## src/verilog/game_pkg.sv

```systemverilog
// Shared types for the penalty-shootout game core.
// Game state and mode encodings, link message kinds and the 8-bit link message.
// Directions use 0 = left, 1 = centre, 2 = right; code 3 is read as centre.
package game_pkg;

    typedef enum logic [2:0] {
        START,
        KEEPER,
        SHOOTER,
        WINNER,
        LOSER
    } g_state;

    typedef enum logic {
        SOLO,
        MULTI
    } g_mode;

    typedef enum logic [1:0] {
        HELLO,
        START_MSG,
        CHOICE
    } msg_kind;

    typedef struct packed {
        msg_kind    kind;
        logic       role;       // 1 means the receiver shoots.
        logic [4:0] unused;
    } ctrl_msg;

    typedef struct packed {
        msg_kind    kind;
        logic [1:0] dir;
        logic [2:0] round_num;
        logic       unused;
    } choice_msg;

    // One byte on the link, read by its kind field.
    typedef union packed {
        ctrl_msg   ctrl;
        choice_msg choice;
    } link_msg;

    // Folds code 3 onto centre.
    function automatic logic [1:0] norm_dir(input logic [1:0] dir);
        return (dir == 2'd3) ? 2'd1 : dir;
    endfunction

endpackage

```

## src/verilog/click_sync.sv

```systemverilog
// Mouse button synchronizer.
// Brings both button levels into the clock domain and emits one pulse per press.
module click_sync (
    input  logic clk,
    input  logic rst,
    input  logic left_btn,
    input  logic right_btn,
    output logic left_clicked,
    output logic right_clicked
);

    logic [1:0] btn_meta;
    logic [1:0] btn_sync;
    logic [1:0] btn_prev;

    always_ff @(posedge clk) begin
        if (rst) begin
            btn_meta <= 2'b00;
            btn_sync <= 2'b00;
            btn_prev <= 2'b00;
        end else begin
            btn_meta <= {right_btn, left_btn};
            btn_sync <= btn_meta;
            btn_prev <= btn_sync;
        end
    end

    assign left_clicked  = btn_sync[0] & ~btn_prev[0]; // Rising edge.
    assign right_clicked = btn_sync[1] & ~btn_prev[1];

endmodule

```

## src/verilog/game_state_sel.sv

```systemverilog
// Game state and mode controller.
// Moves between start, keeper, shooter and result screens from clicks,
// link events and the judge's verdict. Mode is only sampled in START.
module game_state_sel (
    input  logic            clk,
    input  logic            rst,
    input  logic            left_clicked,
    input  logic            right_clicked,
    input  logic            solo_enable,
    input  logic            connect_corrected,
    input  logic            enemy_shooter,
    input  logic            match_end,
    input  logic            match_result,
    input  logic            game_starts,
    output game_pkg::g_state game_state,
    output game_pkg::g_mode  game_mode
);

    game_pkg::g_state game_state_nxt;
    game_pkg::g_mode  game_mode_nxt;

    always_ff @(posedge clk) begin
        if (rst) begin
            game_state <= game_pkg::START;
            game_mode  <= game_pkg::MULTI;
        end else begin
            game_state <= game_state_nxt;
            game_mode  <= game_mode_nxt;
        end
    end

    // Switch is ignored once a match is running.
    always_comb begin
        if (game_state == game_pkg::START) begin
            game_mode_nxt = solo_enable ? game_pkg::SOLO : game_pkg::MULTI;
        end else begin
            game_mode_nxt = game_mode;
        end
    end

    always_comb begin
        game_state_nxt = game_state;
        case (game_state)
            game_pkg::START: begin
                if (game_mode == game_pkg::SOLO) begin
                    if (left_clicked) begin
                        game_state_nxt = game_pkg::KEEPER; // Solo player always keeps.
                    end
                end else if (game_starts && connect_corrected) begin
                    if (!enemy_shooter) begin
                        game_state_nxt = game_pkg::KEEPER;
                    end else begin
                        game_state_nxt = game_pkg::SHOOTER;
                    end
                end
            end
            game_pkg::KEEPER,
            game_pkg::SHOOTER: begin
                if (match_end) begin
                    game_state_nxt = match_result ? game_pkg::WINNER : game_pkg::LOSER;
                end
            end
            game_pkg::WINNER,
            game_pkg::LOSER: begin
                if (right_clicked) begin
                    game_state_nxt = game_pkg::START;
                end
            end
            default: begin
                game_state_nxt = game_pkg::START;
            end
        endcase

        // Losing the peer ends any multi game.
        if (game_mode == game_pkg::MULTI && !connect_corrected) begin
            game_state_nxt = game_pkg::START;
        end
    end

endmodule

```

## src/verilog/link_ctrl.sv

```systemverilog
// Link controller for multi mode.
// Runs the hello exchange, starts a match on a click or a peer START_MSG,
// forwards peer choices to the judge and sends committed local choices.
module link_ctrl (
    input  logic             clk,
    input  logic             rst,
    input  logic             left_clicked,
    input  game_pkg::g_state game_state,
    input  game_pkg::g_mode  game_mode,
    input  logic             link_rx_valid,
    input  logic [7:0]       link_rx_data,
    input  logic             choice_commit,
    input  logic [1:0]       choice_dir,
    input  logic [2:0]       round_idx,
    output logic             connect_corrected,
    output logic             game_starts,
    output logic             enemy_shooter,
    output logic             peer_valid,
    output logic [1:0]       peer_dir,
    output logic             link_tx_valid,
    output logic [7:0]       link_tx_data
);

    game_pkg::link_msg rx_msg;
    game_pkg::link_msg tx_msg;
    logic              tx_send;
    logic              hello_sent;
    logic              hello_sent_nxt;
    logic              connected_nxt;
    logic              starts_nxt;
    logic              shooter_nxt;
    logic              peer_valid_nxt;
    logic [1:0]        peer_dir_nxt;
    logic              in_match;

    assign rx_msg   = link_rx_data;
    assign in_match = (game_state == game_pkg::KEEPER) || (game_state == game_pkg::SHOOTER);

    always_comb begin
        tx_msg         = '0;
        tx_send        = 1'b0;
        hello_sent_nxt = hello_sent;
        connected_nxt  = connect_corrected;
        starts_nxt     = 1'b0;
        shooter_nxt    = enemy_shooter;
        peer_valid_nxt = 1'b0;
        peer_dir_nxt   = peer_dir;

        if (game_mode == game_pkg::SOLO) begin
            connected_nxt  = 1'b0;
            hello_sent_nxt = 1'b0;
        end else if (game_state == game_pkg::START) begin
            if (link_rx_valid && rx_msg.ctrl.kind == game_pkg::HELLO && !connect_corrected) begin
                connected_nxt = 1'b1;
                if (!hello_sent) begin // Answer a peer that spoke first.
                    tx_send           = 1'b1;
                    tx_msg.ctrl.kind  = game_pkg::HELLO;
                    hello_sent_nxt    = 1'b1;
                end
            end else if (link_rx_valid && rx_msg.ctrl.kind == game_pkg::START_MSG &&
                         connect_corrected) begin
                starts_nxt  = 1'b1;
                shooter_nxt = rx_msg.ctrl.role;
            end else if (left_clicked) begin
                tx_send = 1'b1;
                if (connect_corrected) begin
                    tx_msg.ctrl.kind = game_pkg::START_MSG;
                    tx_msg.ctrl.role = 1'b1; // Peer shoots, we keep.
                    starts_nxt       = 1'b1;
                    shooter_nxt      = 1'b0;
                end else begin
                    tx_msg.ctrl.kind = game_pkg::HELLO;
                    hello_sent_nxt   = 1'b1;
                end
            end
        end else if (in_match) begin
            if (link_rx_valid && rx_msg.choice.kind == game_pkg::CHOICE) begin
                peer_valid_nxt = 1'b1;
                peer_dir_nxt   = rx_msg.choice.dir;
            end
            if (choice_commit) begin
                tx_send                 = 1'b1;
                tx_msg.choice.kind      = game_pkg::CHOICE;
                tx_msg.choice.dir       = choice_dir;
                tx_msg.choice.round_num = round_idx;
            end
        end
    end

    always_ff @(posedge clk) begin
        if (rst) begin
            connect_corrected <= 1'b0;
            hello_sent        <= 1'b0;
            game_starts       <= 1'b0;
            enemy_shooter     <= 1'b0;
            peer_valid        <= 1'b0;
            link_tx_valid     <= 1'b0;
        end else begin
            connect_corrected <= connected_nxt;
            hello_sent        <= hello_sent_nxt;
            game_starts       <= starts_nxt;
            enemy_shooter     <= shooter_nxt;
            peer_valid        <= peer_valid_nxt;
            link_tx_valid     <= tx_send;
        end
    end

    always_ff @(posedge clk) begin
        peer_dir     <= peer_dir_nxt;
        link_tx_data <= tx_msg;
    end

endmodule

```

## src/verilog/solo_opponent.sv

```systemverilog
// Pseudo-random shooter for solo mode.
// An 8-bit Fibonacci LFSR (x^8+x^6+x^5+x^4+1) that steps once per committed choice.
// The current low two bits give the opponent's direction for the open round.
module solo_opponent #(
    parameter logic [7:0] LFSR_SEED = 8'h5a
) (
    input  logic       clk,
    input  logic       rst,
    input  logic       choice_commit,
    output logic [1:0] opp_dir
);

    logic [7:0] lfsr;
    logic       feedback;

    assign feedback = lfsr[7] ^ lfsr[5] ^ lfsr[4] ^ lfsr[3];

    always_ff @(posedge clk) begin
        if (rst) begin
            lfsr <= LFSR_SEED;
        end else if (choice_commit) begin
            lfsr <= {lfsr[6:0], feedback};
        end
    end

    assign opp_dir = game_pkg::norm_dir(lfsr[1:0]); // Code 3 plays as centre.

endmodule

```

## src/verilog/match_judge.sv

```systemverilog
// Round judge for one match.
// Records the player's aim on a click, takes the opponent's direction from the
// LFSR in solo mode or from the first peer CHOICE in multi mode, counts goals
// and pulses match_end with the result after the last round.
module match_judge #(
    parameter int ROUNDS = 5
) (
    input  logic             clk,
    input  logic             rst,
    input  logic             left_clicked,
    input  logic [1:0]       aim,
    input  game_pkg::g_state game_state,
    input  game_pkg::g_mode  game_mode,
    input  logic [1:0]       opp_dir,
    input  logic             peer_valid,
    input  logic [1:0]       peer_dir,
    output logic             choice_commit,
    output logic [1:0]       choice_dir,
    output logic [2:0]       round_idx,
    output logic             match_end,
    output logic             match_result,
    output logic [2:0]       score_goals
);

    localparam int CW   = $clog2(ROUNDS + 1);
    localparam int HALF = ROUNDS / 2;

    logic [CW-1:0] rounds_done;
    logic [1:0]    opp_dir_r;
    logic          player_have;
    logic          opp_have;
    logic          ending;     // Last round scored, verdict next cycle.
    logic          done;
    logic          in_match;
    logic          is_goal;

    assign in_match  = (game_state == game_pkg::KEEPER) || (game_state == game_pkg::SHOOTER);
    assign is_goal   = game_pkg::norm_dir(choice_dir) != game_pkg::norm_dir(opp_dir_r);
    assign round_idx = 3'(rounds_done);

    always_ff @(posedge clk) begin
        if (rst) begin
            rounds_done   <= '0;
            score_goals   <= 3'd0;
            player_have   <= 1'b0;
            opp_have      <= 1'b0;
            ending        <= 1'b0;
            done          <= 1'b0;
            choice_commit <= 1'b0;
            match_end     <= 1'b0;
            match_result  <= 1'b0;
        end else begin
            choice_commit <= 1'b0;
            match_end     <= 1'b0;
            if (game_state == game_pkg::START) begin
                rounds_done <= '0;
                score_goals <= 3'd0;
                player_have <= 1'b0;
                opp_have    <= 1'b0;
                ending      <= 1'b0;
                done        <= 1'b0;
            end else if (in_match && !done) begin
                if (ending) begin
                    match_end <= 1'b1;
                    ending    <= 1'b0;
                    done      <= 1'b1;
                    if (game_state == game_pkg::KEEPER) begin
                        match_result <= (int'(score_goals) <= HALF);
                    end else begin
                        match_result <= (int'(score_goals) > HALF);
                    end
                end else if (player_have && opp_have) begin
                    score_goals <= score_goals + 3'(is_goal);
                    rounds_done <= rounds_done + 1'b1;
                    player_have <= 1'b0;
                    opp_have    <= 1'b0;
                    if (rounds_done == CW'(ROUNDS - 1)) begin
                        ending <= 1'b1;
                    end
                end else begin
                    if (left_clicked && !player_have) begin
                        player_have   <= 1'b1;
                        choice_commit <= 1'b1;
                        if (game_mode == game_pkg::SOLO) begin
                            opp_have  <= 1'b1; // LFSR value before this commit.
                        end
                    end
                    if (game_mode == game_pkg::MULTI && peer_valid && !opp_have) begin
                        opp_have <= 1'b1;
                    end
                end
            end
        end
    end

    always_ff @(posedge clk) begin
        if (left_clicked && !player_have) begin
            choice_dir <= aim;
            if (game_mode == game_pkg::SOLO) begin
                opp_dir_r <= opp_dir;
            end
        end
        if (game_mode == game_pkg::MULTI && peer_valid && !opp_have) begin
            opp_dir_r <= peer_dir;
        end
    end

endmodule

```

## src/verilog/game_top.sv

```systemverilog
// Top level of the game-flow core.
// Ties the click synchronizer, state controller, link controller, solo
// opponent and judge together. ROUNDS and LFSR_SEED are set here.
module game_top #(
    parameter int         ROUNDS    = 5,
    parameter logic [7:0] LFSR_SEED = 8'h5a
) (
    input  logic             clk,
    input  logic             rst,
    input  logic             left_btn,
    input  logic             right_btn,
    input  logic             solo_enable,
    input  logic [1:0]       aim,
    input  logic             link_rx_valid,
    input  logic [7:0]       link_rx_data,
    output logic             link_tx_valid,
    output logic [7:0]       link_tx_data,
    output game_pkg::g_state game_state,
    output game_pkg::g_mode  game_mode,
    output logic [2:0]       score_goals
);

    logic       left_clicked;
    logic       right_clicked;
    logic       connect_corrected;
    logic       game_starts;
    logic       enemy_shooter;
    logic       peer_valid;
    logic [1:0] peer_dir;
    logic       match_end;
    logic       match_result;
    logic       choice_commit;
    logic [1:0] choice_dir;
    logic [2:0] round_idx;
    logic [1:0] opp_dir;

    click_sync u_click_sync (
        .clk           (clk),
        .rst           (rst),
        .left_btn      (left_btn),
        .right_btn     (right_btn),
        .left_clicked  (left_clicked),
        .right_clicked (right_clicked)
    );

    game_state_sel u_game_state_sel (
        .clk               (clk),
        .rst               (rst),
        .left_clicked      (left_clicked),
        .right_clicked     (right_clicked),
        .solo_enable       (solo_enable),
        .connect_corrected (connect_corrected),
        .enemy_shooter     (enemy_shooter),
        .match_end         (match_end),
        .match_result      (match_result),
        .game_starts       (game_starts),
        .game_state        (game_state),
        .game_mode         (game_mode)
    );

    link_ctrl u_link_ctrl (
        .clk               (clk),
        .rst               (rst),
        .left_clicked      (left_clicked),
        .game_state        (game_state),
        .game_mode         (game_mode),
        .link_rx_valid     (link_rx_valid),
        .link_rx_data      (link_rx_data),
        .choice_commit     (choice_commit),
        .choice_dir        (choice_dir),
        .round_idx         (round_idx),
        .connect_corrected (connect_corrected),
        .game_starts       (game_starts),
        .enemy_shooter     (enemy_shooter),
        .peer_valid        (peer_valid),
        .peer_dir          (peer_dir),
        .link_tx_valid     (link_tx_valid),
        .link_tx_data      (link_tx_data)
    );

    solo_opponent #(
        .LFSR_SEED (LFSR_SEED)
    ) u_solo_opponent (
        .clk           (clk),
        .rst           (rst),
        .choice_commit (choice_commit),
        .opp_dir       (opp_dir)
    );

    match_judge #(
        .ROUNDS (ROUNDS)
    ) u_match_judge (
        .clk           (clk),
        .rst           (rst),
        .left_clicked  (left_clicked),
        .aim           (aim),
        .game_state    (game_state),
        .game_mode     (game_mode),
        .opp_dir       (opp_dir),
        .peer_valid    (peer_valid),
        .peer_dir      (peer_dir),
        .choice_commit (choice_commit),
        .choice_dir    (choice_dir),
        .round_idx     (round_idx),
        .match_end     (match_end),
        .match_result  (match_result),
        .score_goals   (score_goals)
    );

endmodule

```

## config.mk

```make
export PLATFORM = sky130hd
export DESIGN_NAME = game_top
export DESIGN_NICKNAME = d
export VERILOG_FILES = /design/src/verilog/game_pkg.sv /design/src/verilog/click_sync.sv /design/src/verilog/game_state_sel.sv /design/src/verilog/link_ctrl.sv /design/src/verilog/solo_opponent.sv /design/src/verilog/match_judge.sv /design/src/verilog/game_top.sv
export SDC_FILE = /design/constraint.sdc
export NUM_CORES = 1
export LEC_CHECK = 0
export BUFFER_PORTS_ARGS = -buffer_cell sky130_fd_sc_hd__buf_2
export CAP_MARGIN = 20
export CORE_MARGIN = 2
export CORE_UTILIZATION = 40
export CTS_CLUSTER_DIAMETER = 100
export DETAILED_ROUTE_END_ITERATION = 6
export GPL_TIMING_DRIVEN = 0
export PLACE_DENSITY = 0.57
export SYNTH_ARGS = -nofsm -noshare
export SYNTH_HDL_FRONTEND = slang
export SYNTH_SLANG_ARGS = --single-unit
```

## constraint.sdc

```tcl
create_clock -name clk -period 2.9 [get_ports clk]
set_input_delay 0.29 -clock clk [delete_from_list [all_inputs] [get_ports clk]]
set_output_delay 0.29 -clock clk [all_outputs]
set_load 0.05 [all_outputs]
```

==> impl_metrics.json <==
{
  "drv_cap": 0,
  "hpwl_mm": 2.91,
  "status": "finished, final reports clean",
  "cts_setup_buffers": 0,
  "syn_nets": 231,
  "setup_ws_ns": 1.13,
  "tns_ns": 0,
  "powerDensity_nw_per_um2": 505,
  "grtUsageTotal": 0.152,
  "viasPerCell": 5.04,
  "synthDistinctLibCells": 50,
  "drc": 0,
  "min_period_ns": 1.77,
  "cts_max_path_buffers": 2,
  "placementRows": 26,
  "dieHeight_um": 76.5,
  "dieArea_um2": 5850,
  "hold_buffers": 0,
  "power_leakage_nw": 0.948,
  "via_count": 1588,
  "drt.antenna.violating_nets": 0,
  "area_growth_pct": 15.4,
  "cp_slowest_cell": "edfxtp_1",
  "drive_above_1_share": 0.184,
  "clkTransAtPathRegs_ns": 0.10,
  "slew_viol_final": 0,
  "ys.flop_type": "dfxtp_1",
  "max_stage_delay_ns": 0.42,
  "first_iter_violations": 101,
  "final_common_cell": "dfxtp_1",
  "p_int_mw": 0.946,
  "core-area_um2": 5070,
  "port_buffers": 26,
  "dpl.cell_count": 307,
  "p_switching_mw": 0.280,
  "drt_pre_antenna_iters": 4,
  "postSynthAreaPerCell_um2": 9.96,
  "power.share.clock": 0.373,
  "path_class": "reg -> reg",
  "worst_slew_pin_slew_ns": 0.635,
  "synthCells": 211,
  "holdWs_ns": 0.155,
  "seq_area_frac_synth": 0.505,
  "slew_headroom": 0.573,
  "grt_pass1_wl_mm": 7.12,
  "io_pins": 32,
  "hp-class": "in -> reg",
  "timing.critical_path.mode_cell": "ha_1",
  "cp-start-kind": "register",
  "cp_data_required_time_ns": 3.09,
  "ys_ff_latch": 50,
  "grt_max_degree": 16,
  "seq_power_share": 0.580,
  "htree_levels": 2,
  "rsz0062_at_grt": "no",
  "dp_slack_ns": 1.12,
  "cts_sinks": 50,
  "cts_resized": 0,
  "wire_per_inst_um": 12.9,
  "wl_mm": 4.07,
  "final_cell_count_no_fill": 315,
  "hold_violations": 0,
  "cts-root-buf": "clkbuf_8",
  "netSwitchingFraction": 0.228,
  "ir_drop_v": 0.000258,
  "path_buf_inv": 0,
  "gp_congestion": 0.823,
  "synthArstFlopShare": 0,
  "worstPathArrival_ns": 1.96,
  "cpLargestDelayFamily": "simple AND/OR/NAND/NOR gates",
  "fin_worst_skew_ns": 0.00926,
  "nFillCells": 512,
  "crit_chain": "xor2_1 > nor3_1 > a21oi_1 > ha_1 > ha_1 > nand3_1 > nor4_1 > xnor2_1 > nor2_1",
  "layout_common_cells": "44 x dfxtp_1, 29 x buf_2, 22 x nor2_1",
  "initial_core_util": 0.414,
  "comb_power_share": 0.046,
  "synth.cell_area_um2": 2100,
  "yosysWarnings": 0,
  "diodes": 0,
  "grt_pass1_vias": 1546,
  "finalPower_mw": 1.23,
  "clkLatencyLatePin_ns": 0.31,
  "cts_tree": "done",
  "gr-total-overflow": 0,
  "cp-end-kind": "register",
  "fin_nets": 264,
  "setup_viol": 0,
  "fmax_ghz": 0.565,
  "crit_fanout": 2,
  "die_w_um": 76.5,
  "synth_edf_count": 6,
  "fin_crit_sh": 0.611,
  "numCtsBuffers": 5,
  "antenna_found_initial": 0
}
==> final timing paths <==
check,start,end,slack [ns],depth (start not counted)
min,link_rx_data[4],u_link_ctrl.peer_dir[0],0.15,1
max,u_match_judge.choice_dir[1],u_match_judge.score_goals[2],1.13,9
min reg2reg,u_click_sync.btn_meta[0],u_click_sync.btn_sync[0],0.44,1
max reg2reg,u_match_judge.choice_dir[1],u_match_judge.score_goals[2],1.13,9
==> cells in the mapped netlist, types with 4 or more instances <==
library cell	instances	area [um^2]
nand3_1	6	30.0
dfxtp_1	44	881
nor3_1	7	35.0
clkbuf_1	4	15.0
and2_1	4	25.0
nor2b_1	14	87.6
inv_1	5	18.8
ha_1	4	50.1
xnor2_1	6	52.6
a21oi_1	10	50.1
nand2_1	9	33.8
a211o_1	5	43.8
nor2_1	22	82.6
nand2b_1	6	37.5
edfxtp_1	6	180
mux2i_1	8	80.1
nand3b_1	5	37.5
==> metal layers <==
metal,global-route usage,routed length (um)
met5,0,0
met3,0.0474,190
met4,0.0618,83
met1,0.192,1950
met2,0.242,1840
==> area by class of cell <==
cell class | count | area, um^2 | share of cell area
repair buffers | 26 | 130 | 0.0537
inverters | 5 | 18.8 | 0.00774
well taps | 70 | 87.6 | 0.0361
flip-flops and latches | 50 | 1060 | 0.438
plain buffers | 10 | 45.0 | 0.0186
clock inverters | 1 | 8.76 | 0.00361
multi-input cells | 146 | 977 | 0.403
clock buffers | 7 | 96.3 | 0.0397
==> flip-flops by register name (all words and copies together) (netlist names), 2 cells and up <==
name	count
u_link_ctrl.peer_dir	2
u_click_sync.btn_sync	2
u_game_state_sel.game_state	3
u_match_judge.opp_dir_r	2
u_match_judge.round_idx	3
u_link_ctrl.link_tx_data	7
u_match_judge.choice_dir	2
u_match_judge.score_goals	3
u_solo_opponent.lfsr	8
u_click_sync.btn_meta	2
u_click_sync.btn_prev	2
==> kinds of logic (layout without fill, tap and decap cells) <==
kind of cell / count (synthesis) / after routing / share of synthesized area
compound gates: 34 / 34 / 0.115
xor+xnor: 8 / 8 / 0.0369
fa+ha+maj: 4 / 4 / 0.0238
buf+inv: 15 / 49 / 0.0304
flops: 50 / 50 / 0.505
mux: 9 / 9 / 0.0435
other cells: 1 / 1 / 0.00178
simple gates: 90 / 90 / 0.244
==> power by group through the flow <==
stage / sequential, mW / combinational, mW / clock, mW
2_1_floorplan: 0.733 / 0.0309 / 0
4_1_cts: 0.711 / 0.0572 / 0.470
5_1_grt: 0.713 / 0.0627 / 0.500
6_report: 0.711 / 0.0568 / 0.457
3_3_place_gp: 0.727 / 0.0563 / 0
3_5_place_dp: 0.727 / 0.0567 / 0
==> stage by stage <==
step | utilization | instance area (um^2)
after floorplan | - | 2100
after global placement | 0.457 | 2320
after detailed placement | 0.457 | 2320
after CTS | 0.478 | 2420
after global routing | 0.478 | 2420
final | 0.478 | 2420
(Power assumes the default switching activity.)
